==> config.mk <==
export PLATFORM = sky130hd
export DESIGN_NAME = wb_commit
export DESIGN_NICKNAME = d
export VERILOG_FILES = /design/src/pipeline_types.sv /design/src/wb_commit.sv
export SDC_FILE = /design/constraint.sdc
export NUM_CORES = 1
export LEC_CHECK = 0
export BUFFER_PORTS_ARGS = -buffer_cell sky130_fd_sc_hd__buf_4
export CAP_MARGIN = 20
export CORE_AREA = 2 2 249 251
export DETAILED_ROUTE_END_ITERATION = 8
export DIE_AREA = 0 0 251 253
export GPL_TIMING_DRIVEN = 1
export PLACE_DENSITY = 0.33
export SETUP_SLACK_MARGIN = 0.5
export SLEW_MARGIN = 40
export SYNTH_ARGS = -nofsm -noshare
export SYNTH_HDL_FRONTEND = slang
export SYNTH_SLANG_ARGS = --single-unit
==> constraint.sdc <==
create_clock -name clk -period 5.1 [get_ports clk]
set_input_delay 1.53 -clock clk [delete_from_list [all_inputs] [get_ports clk]]
set_output_delay 1.53 -clock clk [all_outputs]
set_load 0.05 [all_outputs]
==> src/pipeline_types.sv <==
package pipeline_types;

    // lane count, fixed by the two ALU lanes
    localparam int unsigned ISSUE_WIDTH = 2;

    typedef logic [31:0] bus32_t;
    typedef logic [63:0] bus64_t;
    typedef logic [4:0] reg_addr_t;
    typedef logic signed [11:0] imm12_t;

    // shifts take opb[4:0], slt is a signed compare
    typedef enum logic [2:0] {
        ALU_ADD = 3'd0,
        ALU_SUB = 3'd1,
        ALU_AND = 3'd2,
        ALU_OR  = 3'd3,
        ALU_XOR = 3'd4,
        ALU_SLL = 3'd5,
        ALU_SRL = 3'd6,
        ALU_SLT = 3'd7
    } alu_op_t;

    // decoded op from the instruction buffer
    typedef struct packed {
        logic valid;
        bus32_t pc;
        alu_op_t op;
        reg_addr_t rd;
        reg_addr_t rs1;
        reg_addr_t rs2;
        logic use_imm;
        imm12_t imm;
    } micro_op_t;

    // op with resolved operands, one per lane
    typedef struct packed {
        logic valid;
        bus32_t pc;
        alu_op_t op;
        reg_addr_t rd;
        bus32_t opa;
        bus32_t opb;
    } issue_t;

    // in-flight result seen by dispatch
    typedef struct packed {
        logic valid;
        reg_addr_t rd;
        bus32_t data;
    } push_forward_t;

    typedef struct packed {
        logic valid;
        bus32_t pc;
        reg_addr_t rd;
        bus32_t wdata;
    } commit_t;

endpackage

==> src/wb_commit.sv <==
module wb_commit (
    input logic clk,
    input logic rst_n_i,

    // execute stage
    input pipeline_types::issue_t [pipeline_types::ISSUE_WIDTH-1:0] issue_i,
    input pipeline_types::bus32_t [pipeline_types::ISSUE_WIDTH-1:0] result_i,

    output pipeline_types::push_forward_t [pipeline_types::ISSUE_WIDTH-1:0] wb_pf_o,

    // register file writes
    output logic [pipeline_types::ISSUE_WIDTH-1:0] we_o,
    output pipeline_types::reg_addr_t [pipeline_types::ISSUE_WIDTH-1:0] waddr_o,
    output pipeline_types::bus32_t [pipeline_types::ISSUE_WIDTH-1:0] wdata_o,

    output pipeline_types::commit_t [pipeline_types::ISSUE_WIDTH-1:0] commit_o,
    output pipeline_types::bus64_t retire_cnt_o
);
    import pipeline_types::*;

    localparam int unsigned CNT_W = $clog2(ISSUE_WIDTH + 1);

    commit_t [ISSUE_WIDTH-1:0] commit_q;
    bus64_t retire_cnt_q;
    logic [ISSUE_WIDTH-1:0] lane_we;
    logic [CNT_W-1:0] commit_count;

    always_ff @(posedge clk or negedge rst_n_i) begin
        if (!rst_n_i) begin
            commit_q <= '0;
        end else begin
            for (int i = 0; i < ISSUE_WIDTH; i++) begin
                commit_q[i].valid <= issue_i[i].valid;
                commit_q[i].pc <= issue_i[i].pc;
                commit_q[i].rd <= issue_i[i].rd;
                commit_q[i].wdata <= result_i[i];
            end
        end
    end

    always_comb begin
        for (int i = 0; i < ISSUE_WIDTH; i++) begin
            lane_we[i] = commit_q[i].valid && (commit_q[i].rd != '0);
            wb_pf_o[i].valid = lane_we[i];
            wb_pf_o[i].rd = commit_q[i].rd;
            wb_pf_o[i].data = commit_q[i].wdata;
            waddr_o[i] = commit_q[i].rd;
            wdata_o[i] = commit_q[i].wdata;
        end
        // younger lane owns a shared destination
        we_o = lane_we;
        for (int i = 0; i < ISSUE_WIDTH; i++) begin
            for (int j = i + 1; j < ISSUE_WIDTH; j++) begin
                if (lane_we[j] && (commit_q[j].rd == commit_q[i].rd)) begin
                    we_o[i] = 1'b0;
                end
            end
        end
    end

    always_comb begin
        commit_count = '0;
        for (int i = 0; i < ISSUE_WIDTH; i++) begin
            commit_count = commit_count + CNT_W'(commit_q[i].valid);
        end
    end

    always_ff @(posedge clk or negedge rst_n_i) begin
        if (!rst_n_i) begin
            retire_cnt_q <= '0;
        end else begin
            retire_cnt_q <= retire_cnt_q + bus64_t'(commit_count);
        end
    end

    assign commit_o = commit_q;
    assign retire_cnt_o = retire_cnt_q;

endmodule

; Yosys cells after proc, flatten, opt, wreduce, memory -nomap -nowiden
; Cells that the tools add are included.
[classes]
addsub = 2
n_mul = 0
div = 0
n_lt_le_gt_ge = 0
eq_ne = 1
shift = 0
muxes = 1
n_bitwise = 0
reduce_logical = 5
[ops]
columns = operator, count
row1 = adder 64 x 2 -> 64 bit, 1
row2 = nonzero test 5 bit, 2
row3 = equality test 5 bit, 1
row4 = logical AND 1 bit, 3
row5 = adder 1 x 1 -> 2 bit, 1
row6 = two-way mux 1 bit, 1
[word_totals]
regBits = 204
latchBits = 0
mem_bits_rw = 0
rom_bits = 0
out_inout_bits = 356
mem_count = 0

; Depth between registers and ports, before layout
[depth]
ltp_word = 4
depth_mapped = 11
ltp_nobuf = 9

; Worst setup path after synthesis
; OpenSTA, ideal clock, no wires.
[synth_path]
path_type = register -> output
from = register commit_q, in the netlist commit_o[102]
to = output port we_o[0] (netlist name)
arrival_time_ps = 2291
required_ps = 3570
path_slack_ps = 1279
path_stages_with_launch = 5
n_path_buf = 0
cell_sequence = dfrtp_1 > nor3_1 > a21oi_1 > nand4_1 > o31a_1
[synth_rtl]
columns = element, line_no
row1 = start: declaration, wb_commit.sv:23  ; commit_t [ISSUE_WIDTH-1:0] commit_q;
row2 = end: declaration, wb_commit.sv:12  ; output logic [pipeline_types::ISSUE_WIDTH-1:0] we_o,

; Worst setup path after layout
[layout_path]
from = register commit_q, in the netlist commit_o[102]
to = output port we_o[0] (netlist name)
[layout_via]
elab_chain_cells = 4
[layout_rtl]
columns = element, line_no
row1 = nonzero test 5 bit, wb_commit.sv:43  ; lane_we[i] = commit_q[i].valid && (commit_q[i].rd != '0);
row2 = logical AND 1 bit, wb_commit.sv:43
row3 = logical AND 1 bit (*), wb_commit.sv:54  ; if (lane_we[j] && (commit_q[j].rd == commit_q[i].rd)) begin
row4 = two-way mux 1 bit (*), wb_commit.sv:54
; Mark *: on every way between the ends. The rest lies on a longest branch, timed or not.

==> results.md <==
* CP arrival at 2050 ps
* DRT iter0 DRCs at 150
* CTS tree: yes
* Starting density of the core at 0.127
* Setup slack, reg-to-reg at 1920 ps
* Clock latency on the worst-skew pair at 550 ps
* Hold EP: retire_cnt_o[63]$_DFF_PN0_
* First-pass GRT wire length at 44100 µm
* Final hold slack at 477 ps
* Post-DP HPWL at 25800 µm
* Count of final setup violators at 0
* Fmax at 279 MHz
* FF+latch count, synth at 204
* Placer Congestion at 0.753
* Overall die width at 251 µm
* RSZ-0062 raised after global routing: no
* Mux cell area share after synthesis at 0
* Mapped cell area at 7770 µm²
* Initial antenna violation count at 1
* Routed Wire Length at 32100 µm
* IO Pins at 632
* Syn nets at 865
* Most frequent cells in the layout: buf_4, dfrtp_1, xor2_1
* Area Overhead vs Synth at 57.1%
* Die ar. at 63500 µm²
* Largest net degree at the start of global routing at 93
* DRC at 0
* Via Count at 5767
* Inserted Clock Buffers at 25
* CP max FO at 5
* GRT Util Overall at 0.0958
* Max IR drop VDD at 0.152 mV
* Worst setup path start: commit_o[102]$_DFF_PN0_
* Clock Skews at 21.0 ps
* Gate count of the mapped netlist at 587
* Max Slew Vio Count at 0
* Simple-Gate Fraction of Synth Area at 0.106
* WL per Instance at 18.2 µm
* Adder-cell area share of the yosys netlist at 0.00419
* Hold_sp: retire_cnt_o[63]$_DFF_PN0_
* CP required at 3570 ps
* Grt ovf at 0
* H-tree lvl count at 1
* Hold path cells at 1
* P_leak at 5.94 nW
* R2R depth at 7
* Core ar. at 61000 µm²
* Slew of the pin with the lowest slew margin at 768 ps
* Final Non-Filler Cells at 1769
* CTS clock-pin slew for the worst setup and hold paths at 70 ps
* Total negative slack at 0 ps
* XOR/XNOR Fraction of Synth Area at 0.0755
* Min Tclk post-route at 3580 ps
* Nets at 1239
* Worst r2r dst: retire_cnt_o[45]$_DFF_PN0_
* Post-route ant nets at 0
* Worst r2r src: commit_o[69]$_DFF_PN0_
* Compound-Gate Fraction of Synth Area at 0.00242
* Root Buffer: clkbuf_16
* CTS-repair resized insts at 0
* CTS Buffer Depth at 3
* Clock sinks at 204
* Largest family of logic cells by synthesized area: buffers and inverters
* Inst Count DP at 1723
* Startpoint Class: flip-flop
* Sequential share of the synthesized area at 0.657
* Maxcap violations at 0
* Final Hold Fails at 0
* Most common cell after layout, fill and taps aside: buf_4
* Setup CP Type: flip-flop to output port
* Max transition margin at 0.483
* DRT Pass-1 Iters at 4
* Layout cell share with drive strength beyond 1 at 0.567
* Fin crit share at 0.702
* Number of fillers in the final layout at 6676
* Post-synth cell types at 33
* CTS hold repair buffers at 0
* Element type at the critical path end: output port
* Cell Pwr Density at 371 nW/µm²
* Number of global-route vias before repair at 5858
* Setup Buffers After CTS at 0
* Port bufs at 497
* Via density at 3.26
* Syn_area_per_cell at 13.2 µm²
* # rows at 91
* Tightest Hold Check Type: flip-flop to flip-flop
* Die Y at 253 µm
* Synth warn at 0
* Status: finished clean
state kept, by name, indices dropped and copies added (netlist names):
name,flops
retire_cnt_o,64
commit_o,140
synthesized netlist by cell type (all sizes together):
master	number	area, µm²
nor4	10	90.1
nor2	18	67.6
buf	152	1150
fa	1	20.0
nand3	26	135
and3	6	37.5
nand2	25	93.8
and4	2	17.5
ha	1	12.5
or4	6	52.6
nand4	14	87.6
and2	2	12.5
or2	3	18.8
nor3	24	150
xor2	38	333
nor4b	1	8.76
nand3b	1	7.51
clkbuf	1	3.75
a21oi	2	10.0
or3	5	36.3
dfrtp	204	5100
xnor2	29	254
nand4b	1	8.76
inv	14	52.6
o31a	1	8.76
report_power, final:
part / internal (mW) / switching, mW
logic: 0.292 / 0.693
clock network: 1.02 / 0.715
registers: 1.71 / 0.103
worst max path at each step:
stage | to | slack [ps] | depth (start not counted)
floorplan | we_o[0] | 1280 | 4
global placement | retire_cnt_o[45]$_DFF_PN0_ | 1810 | 7
detailed placement | retire_cnt_o[45]$_DFF_PN0_ | 1840 | 7
CTS | we_o[0] | 1460 | 5
global route | we_o[0] | 1340 | 5
finish | we_o[0] | 1520 | 5
metal layers:
layer	up-vias	routed length, µm	GRT usage
met5	-	0	0
met4	0	787	0.0313
met3	36	3470	0.0365
met2	327	14900	0.154
met1	2880	12900	0.117
li1	2524	-	-
cell families after synthesis:
| family | after synthesis |
|---|---|
| flops | 204 |
| fa+ha+maj | 2 |
| simple gates | 144 |
| compound gates | 3 |
| xor+xnor | 67 |
| buf+inv | 167 |
per-stage QoR:
| stage | power (mW) | setup slack [ps] | area, µm² | utilization |
|---|---|---|---|---|
| 2_1_floorplan | 2.48 | 1280 | 7770 | - |
| 3_3_place_gp | 2.84 | 1810 | 11400 | 0.187 |
| 3_5_place_dp | 2.84 | 1840 | 11400 | 0.187 |
| 4_1_cts | 4.63 | 1460 | 12200 | 0.200 |
| 5_1_grt | 4.74 | 1340 | 12200 | 0.200 |
| 6_report | 4.53 | 1520 | 12200 | 0.200 |
critical path, stage by stage (launching register included):
cell and delay (ps):
dfrtp_1 520, nor3_1 100, a21oi_1 320, nand4_1 120, o31a_1 260, buf_4 190
final cells by class:
type / instances / area [µm²] / area share
flip-flops and latches: 204 / 5100 / 0.418
inverters: 14 / 52.6 / 0.00430
clock buffers: 36 / 717 / 0.0587
well taps: 790 / 988 / 0.0810
multi-input cells: 216 / 1470 / 0.120
diodes: 1 / 2.50 / 0.000205
clock inverters: 8 / 68.8 / 0.00564
repair buffers: 500 / 3810 / 0.312
No activity file was read; power rests on OpenSTA's default activity.
