`src/pipeline_types.sv`:
```
package pipeline_types;

    // lane count, fixed by the two ALU lanes
    localparam int unsigned ISSUE_WIDTH = 2;

    typedef logic [31:0] bus32_t;
    typedef logic [63:0] bus64_t;
    typedef logic [4:0] reg_addr_t;
    typedef logic signed [11:0] imm12_t;

    // shifts take opb[4:0], slt is a signed compare
    typedef enum logic [2:0] {
        ALU_ADD = 3'd0,
        ALU_SUB = 3'd1,
        ALU_AND = 3'd2,
        ALU_OR  = 3'd3,
        ALU_XOR = 3'd4,
        ALU_SLL = 3'd5,
        ALU_SRL = 3'd6,
        ALU_SLT = 3'd7
    } alu_op_t;

    // decoded op from the instruction buffer
    typedef struct packed {
        logic valid;
        bus32_t pc;
        alu_op_t op;
        reg_addr_t rd;
        reg_addr_t rs1;
        reg_addr_t rs2;
        logic use_imm;
        imm12_t imm;
    } micro_op_t;

    // op with resolved operands, one per lane
    typedef struct packed {
        logic valid;
        bus32_t pc;
        alu_op_t op;
        reg_addr_t rd;
        bus32_t opa;
        bus32_t opb;
    } issue_t;

    // in-flight result seen by dispatch
    typedef struct packed {
        logic valid;
        reg_addr_t rd;
        bus32_t data;
    } push_forward_t;

    typedef struct packed {
        logic valid;
        bus32_t pc;
        reg_addr_t rd;
        bus32_t wdata;
    } commit_t;

endpackage

```
`src/dispatch.sv`:
```
module dispatch (
    input logic clk,
    input logic rst_n_i,

    // upstream bundle
    input pipeline_types::micro_op_t [pipeline_types::ISSUE_WIDTH-1:0] bundle_i,
    input logic bundle_valid_i,
    output logic bundle_ready_o,

    // forwarding sources
    input pipeline_types::push_forward_t [pipeline_types::ISSUE_WIDTH-1:0] ex_pf_i,
    input pipeline_types::push_forward_t [pipeline_types::ISSUE_WIDTH-1:0] wb_pf_i,

    // register file
    output pipeline_types::reg_addr_t [2*pipeline_types::ISSUE_WIDTH-1:0] read_addr_o,
    input pipeline_types::bus32_t [2*pipeline_types::ISSUE_WIDTH-1:0] read_data_i,

    output pipeline_types::issue_t [pipeline_types::ISSUE_WIDTH-1:0] issue_o
);
    import pipeline_types::*;

    logic ready_en_q;
    logic hold_valid_q;
    micro_op_t hold_op_q;

    logic accept;
    logic split;
    micro_op_t [ISSUE_WIDTH-1:0] slot_op;
    issue_t [ISSUE_WIDTH-1:0] issue_d;
    issue_t [ISSUE_WIDTH-1:0] issue_q;

    function automatic logic reads_reg(input micro_op_t uop, input reg_addr_t addr);
        return (uop.rs1 == addr) || (!uop.use_imm && (uop.rs2 == addr));
    endfunction

    // execute beats write-back beats the register file, lane 1 beats lane 0
    function automatic bus32_t fwd_select(
        input reg_addr_t addr,
        input bus32_t rf_data,
        input push_forward_t [ISSUE_WIDTH-1:0] ex_pf,
        input push_forward_t [ISSUE_WIDTH-1:0] wb_pf
    );
        bus32_t value;
        value = rf_data;
        for (int i = 0; i < ISSUE_WIDTH; i++) begin
            if (wb_pf[i].valid && (wb_pf[i].rd == addr)) begin
                value = wb_pf[i].data;
            end
        end
        for (int i = 0; i < ISSUE_WIDTH; i++) begin
            if (ex_pf[i].valid && (ex_pf[i].rd == addr)) begin
                value = ex_pf[i].data;
            end
        end
        if (addr == '0) begin
            value = '0;
        end
        return value;
    endfunction

    assign bundle_ready_o = ready_en_q && !hold_valid_q;
    assign accept = bundle_valid_i && bundle_ready_o;

    // lane 1 needs lane 0's result inside the same bundle
    assign split = bundle_i[0].valid && bundle_i[1].valid && (bundle_i[0].rd != '0)
                   && reads_reg(bundle_i[1], bundle_i[0].rd);

    always_comb begin
        if (hold_valid_q) begin
            slot_op[0] = '0;
            slot_op[1] = hold_op_q;
            slot_op[1].valid = 1'b1;
        end else begin
            slot_op = bundle_i;
            slot_op[0].valid = accept && bundle_i[0].valid;
            slot_op[1].valid = accept && bundle_i[1].valid && !split;
        end
    end

    always_comb begin
        for (int i = 0; i < ISSUE_WIDTH; i++) begin
            read_addr_o[2*i] = slot_op[i].rs1;
            read_addr_o[2*i+1] = slot_op[i].rs2;

            issue_d[i].valid = slot_op[i].valid;
            issue_d[i].pc = slot_op[i].pc;
            issue_d[i].op = slot_op[i].op;
            issue_d[i].rd = slot_op[i].rd;
            issue_d[i].opa = fwd_select(slot_op[i].rs1, read_data_i[2*i], ex_pf_i, wb_pf_i);
            if (slot_op[i].use_imm) begin
                issue_d[i].opb = {{20{slot_op[i].imm[11]}}, slot_op[i].imm};
            end else begin
                issue_d[i].opb = fwd_select(slot_op[i].rs2, read_data_i[2*i+1],
                                            ex_pf_i, wb_pf_i);
            end
        end
    end

    // ready rises on the first edge after reset release
    always_ff @(posedge clk or negedge rst_n_i) begin
        if (!rst_n_i) begin
            ready_en_q <= 1'b0;
            hold_valid_q <= 1'b0;
            issue_q <= '0;
        end else begin
            ready_en_q <= 1'b1;
            hold_valid_q <= accept && split;
            issue_q <= issue_d;
        end
    end

    always_ff @(posedge clk) begin
        if (accept && split) begin
            hold_op_q <= bundle_i[1];
        end
    end

    assign issue_o = issue_q;

endmodule

```
`config.mk`:
```
export PLATFORM = sky130hd
export DESIGN_NAME = dispatch
export DESIGN_NICKNAME = d
export VERILOG_FILES = /design/src/pipeline_types.sv /design/src/dispatch.sv
export SDC_FILE = /design/constraint.sdc
export NUM_CORES = 1
export LEC_CHECK = 0
export BUFFER_PORTS_ARGS = -buffer_cell sky130_fd_sc_hd__buf_2
export CORE_AREA = 2 2 268 270
export DETAILED_ROUTE_END_ITERATION = 16
export DIE_AREA = 0 0 270 272
export PLACE_DENSITY_LB_ADDON = 0.08
export SLEW_MARGIN = 20
export SYNTH_ARGS = -nofsm -noshare
export SYNTH_HDL_FRONTEND = slang
export SYNTH_SLANG_ARGS = --single-unit
```
`constraint.sdc`:
```
create_clock -name clk -period 5.73 [get_ports clk]
set_input_delay 0.8595 -clock clk [delete_from_list [all_inputs] [get_ports clk]]
set_output_delay 0.8595 -clock clk [all_outputs]
set_load 0.01 [all_outputs]
```
# Word-level counts from Yosys, hierarchy flattened
# Index checks and enable logic that the tools add are counted.
# classes
eq_ne,18
n_mux,23
reduce_logical,35
# ops
operator,n
two-way mux 32 bit,22
two-way mux 128 bit,1
equality test 5 bit,18
logical AND 1 bit,26
logical NOT 5 bit,4
nonzero test 5 bit,1
logical NOT 1 bit,3
logical OR 1 bit,1
# totals
register_bits,275
out_inout_bits,231
input_bits,411
elab_cells,97

# Depth between registers and ports, before layout
# logic_depth
word_depth,15
ltp_mapped,12

# Least setup slack after synthesis
# OpenSTA, ideal clock, no wires.
# synth_path
path_kind,register to register
start,register hold_valid_q
end,"register hold_op_q[0] (netlist bit), enable pin"
setup_time_ps,486
path_buffers,7
required_time_ps,5244
synth_period_minus_slack_ps,4992
stages_incl_launch_ff,11
path_slack_ps,738
arrival_time_ps,4506
cell_sequence,dfrtp_1 buf_6 buf_8 buf_6 buf_6 buf_4 buf_2 buf_2 nor2b_1 nand2_1 nor2_1
# synth_via
elab_chain_cells,4
# synth_rtl
item,line,rtl
start: declaration,dispatch.sv:23,logic hold_valid_q;
start signal: assignment,dispatch.sv:107,hold_valid_q <= accept && split;
logical NOT 1 bit,dispatch.sv:61,assign bundle_ready_o = ready_en_q && !hold_valid_q;
logical AND 1 bit,dispatch.sv:61,
named net bundle_ready_o,dispatch.sv:8,"output logic bundle_ready_o,"
logical AND 1 bit,dispatch.sv:62,assign accept = bundle_valid_i && bundle_ready_o;
logical AND 1 bit,dispatch.sv:113,if (accept && split) begin
end signal: assignment,dispatch.sv:114,hold_op_q <= bundle_i[1];
end: declaration,dispatch.sv:24,micro_op_t hold_op_q;
# The timed path passes the listed nets, and every way through them passes these cells.
# A chain may end at the register's enable or synchronous reset.

==> summary.txt <==
Leak: 9.44 nW
Crit path required time: 6.17 ns
Die area: 73400 um^2
Crit path largest cell delay: 1.00 ns
ANT nets after route: 0
Max Slew Vio Count: 0
Clock latency on the worst-skew pair: 0.56 ns
Part of the Yosys area used for sequential elements: 0.413
Gpl congestion: 0.831
Initial detailed-routing violation count: 1752
Clock sinks: 275
CTS tree: built
Tcrit/Tclk final: 0.734
Final #Nets: 2658
Startpoint Class: register
H-tree depth: 2
First-pass GRT wire length: 138 mm
Syn Inst Count: 1742
Slew headroom: 0.210
GRT Total Usage: 0.257
Total wire length: 98.5 mm
Buf/Inv on CP: 1
Cell area after synthesis: 17400 um^2
Std-Cell Rows: 98
Max Root-Sink Buffers: 3
Clock transition at path regs: 0.06 ns
Remaining DRCs: 0
First-pass DRT Iterations: 5
Post-Layout Inst Area: 22700 um^2
Critical path type: reg -> reg
Crit-path cells: buf_4 -> mux2i_4 -> xnor2_1 -> nor4_1 -> nand3_2 -> o221ai_1 -> o21ai_1
Placement Cell Area: 21400 um^2
Max Fclk: 238 MHz
Post-synth EDFFs: 63
Post-CTS Setup Bufs: 0
DIE WIDTH: 270 um
MaxCap Viol Count: 0
Minimum clock period: 4.20 ns
Final TNS setup: 0 ns
Syn Nets: 2153
Status: completed
Mean Syn Cell Area: 10.0 um^2
Crit path DAT: 4.64 ns
Final hold viol count: 0
Hold Crit Class: in -> async
Synth async-reset ratio: 0.771
PwrDens: 253 nW/um^2
Number of antenna violations at the first check in global routing: 10
Maximum vdd drop: 0.123 mV
Yosys reg bits: 275
GR Overflow Total: 0
Post-CTS Hold Buffers: 0
Area grow syn2layout: 30.2%
Top fanout value on the critical path: 48
Io pins: 642
TritonCTS Buffers: 38
Via/cell ratio: 5.54
Die height: 272 um
RSZ-0062 raised after global routing: false
CTS Root Cell: clkbuf_16
Drt wl/cell: 30.5 um
Largest net degree at the start of global routing: 80
Dpl hpwl: 67.7 mm
CP Capture Type: register
Endpoints failing setup: 0
Initial Util: 0.246
Synth unique cells: 69
Synth Flop Type: dfrtp_1
Vias: 17900
Number of global-route vias before repair: 18000
Delay-heaviest family, CP: simple AND/OR/NAND/NOR gates
IO Port Bufs: 641
Critical Path Slowest Stage Cell: nand3_2
Fillers: 7514
Share of post-route cells with drive strength above 1: 0.381
Yosys warnings: 0
CORE AREA: 70800 um^2
Post-cts resize count: 0
Worst slew pin tran: 1.18 ns
Clock Skew: 0.0236 ns
[synth_stat cells (5+ instances only)]
cell	number	area, um^2
a2111oi_2	31	465
a211oi_1	54	405
a21boi_0	39	293
a21boi_1	25	188
a221oi_1	43	377
a22oi_1	32	240
a311oi_1	32	280
a31oi_1	11	68.8
a41oi_1	32	280
and2_1	7	43.8
and3_1	101	632
buf_1	18	67.6
buf_2	42	210
buf_4	5	37.5
buf_6	8	90.1
clkbuf_1	136	510
dfrtp_1	212	5310
edfxtp_1	63	1890
inv_1	46	173
mux2_2	54	608
mux2i_1	32	320
mux2i_4	5	113
nand2_1	61	229
nand3_1	7	35.0
nand3b_1	64	480
nand4_1	5	31.3
nor2_1	90	338
nor2b_1	54	338
nor3_1	5	25.0
nor4bb_1	10	100
o21ai_0	35	175
o21ai_1	32	160
o21bai_1	33	248
o221ai_1	34	298
o311ai_1	64	561
o32ai_1	8	70.1
o41ai_1	32	280
or3_1	62	388
xnor2_1	51	447
xor2_1	19	166
[cell type report]
type | count | area (um^2) | area share
antenna | 7 | 17.5 | 0.000772
clock buffer | 59 | 1130 | 0.0498
clock inverter | 9 | 66.3 | 0.00292
inverter | 46 | 173 | 0.00761
multi-input combinational | 1211 | 9320 | 0.411
sequential | 275 | 7200 | 0.317
tap | 950 | 1190 | 0.0524
timing repair buffer | 675 | 3600 | 0.159
[flip-flops by register name, summed over array words and instances, names as in the netlist]
name / cells
ready_en_q: 1
hold_op_q: 63
hold_valid_q: 1
issue_o: 210
[worst register-to-register path: cells and delay by family, from the launching register on]
kind	cells	cell delay [ns]
DFF	1	0.88
muxes	1	0.44
and+or+nand+nor	2	1.42
xor gates and xnor gates	1	0.11
buffers and inverters	1	0.57
AOI/OAI and AO/OA	2	0.69
[metal layers]
| metal | vias to the layer above | share of wire | wire [um] | track usage |
|---|---|---|---|---|
| met4 | 8 | 0.021 | 2040 | 0.0617 |
| met2 | 880 | 0.48 | 47200 | 0.427 |
| met1 | 9135 | 0.43 | 42400 | 0.348 |
| met5 | - | 0.00050 | 49 | 0 |
| li1 | 7761 | - | - | - |
| met3 | 137 | 0.069 | 6820 | 0.0438 |
[cells by family (layout without fill, tap and decap cells)]
family	Yosys count	count (layout)	share of synthesized area
and+or+nand+nor	485	485	0.162
AOI/OAI and AO/OA	561	561	0.265
other	1	8	0.000215
buffers and inverters	256	789	0.0633
muxes	94	94	0.0621
DFF	275	275	0.413
xor gates and xnor gates	70	70	0.0352
[final timing paths]
path	depth (start not counted)	slack, ns	start	to
setup / recovery	7	1.53	hold_valid_q	issue_o[119]
hold / removal	1	0.28	rst_n_i	issue_o[68]
setup reg to reg	7	1.53	hold_valid_q	issue_o[119]
hold reg to reg	1	0.47	hold_op_q[59]	issue_o[205]
max in group asynchronous	2	4.00	rst_n_i	issue_o[191]
min in group clk	1	0.47	hold_op_q[59]	issue_o[205]
[stage by stage]
stage,util,power [mW],hold slack [ns],cells,setup WS [ns]
3_3_place_gp,0.301,3.41,0.459,3151,1.64
5_1_grt,0.321,5.96,0.333,3227,1.25
6_report,0.321,5.74,0.275,3232,1.53
3_5_place_dp,0.303,3.42,0.461,3155,1.52
4_1_cts,0.320,5.81,0.316,3223,1.51
2_1_floorplan,-,2.75,0.454,1742,0.738
[power breakdown]
part           internal, mW  leakage, nW  switching (mW)
clock network          1.36        0.580           0.997
registers              2.13         3.07          0.0518
logic                 0.446         5.79           0.760
[cells in the final DEF (no fill, tap or decap), types with 7 or more instances in the layout]
cell and instances:
a221oi_1 43, a22oi_1 32, a31oi_1 11, nor4bb_1 10
a211oi_1 53, diode_2 7, clkbuf_16 39, mux2i_1 32
a21boi_1 25, mux2_2 54, dfrtp_1 211, nor2_1 87
edfxtp_1 63, nand3b_1 64, inv_1 46, a21boi_0 39
buf_2 640, o221ai_1 34, o311ai_1 64, o21ai_0 35
o41ai_1 32, a311oi_1 32, a41oi_1 32, or3_1 62
o21bai_1 31, buf_4 26, and3_1 98, clkbuf_8 8
a2111oi_2 31, clkbuf_1 12, o21ai_1 32, nor2b_1 53
xor2_1 19, xnor2_1 51, nand2_1 57
No activity file was read; power rests on OpenSTA's default activity.
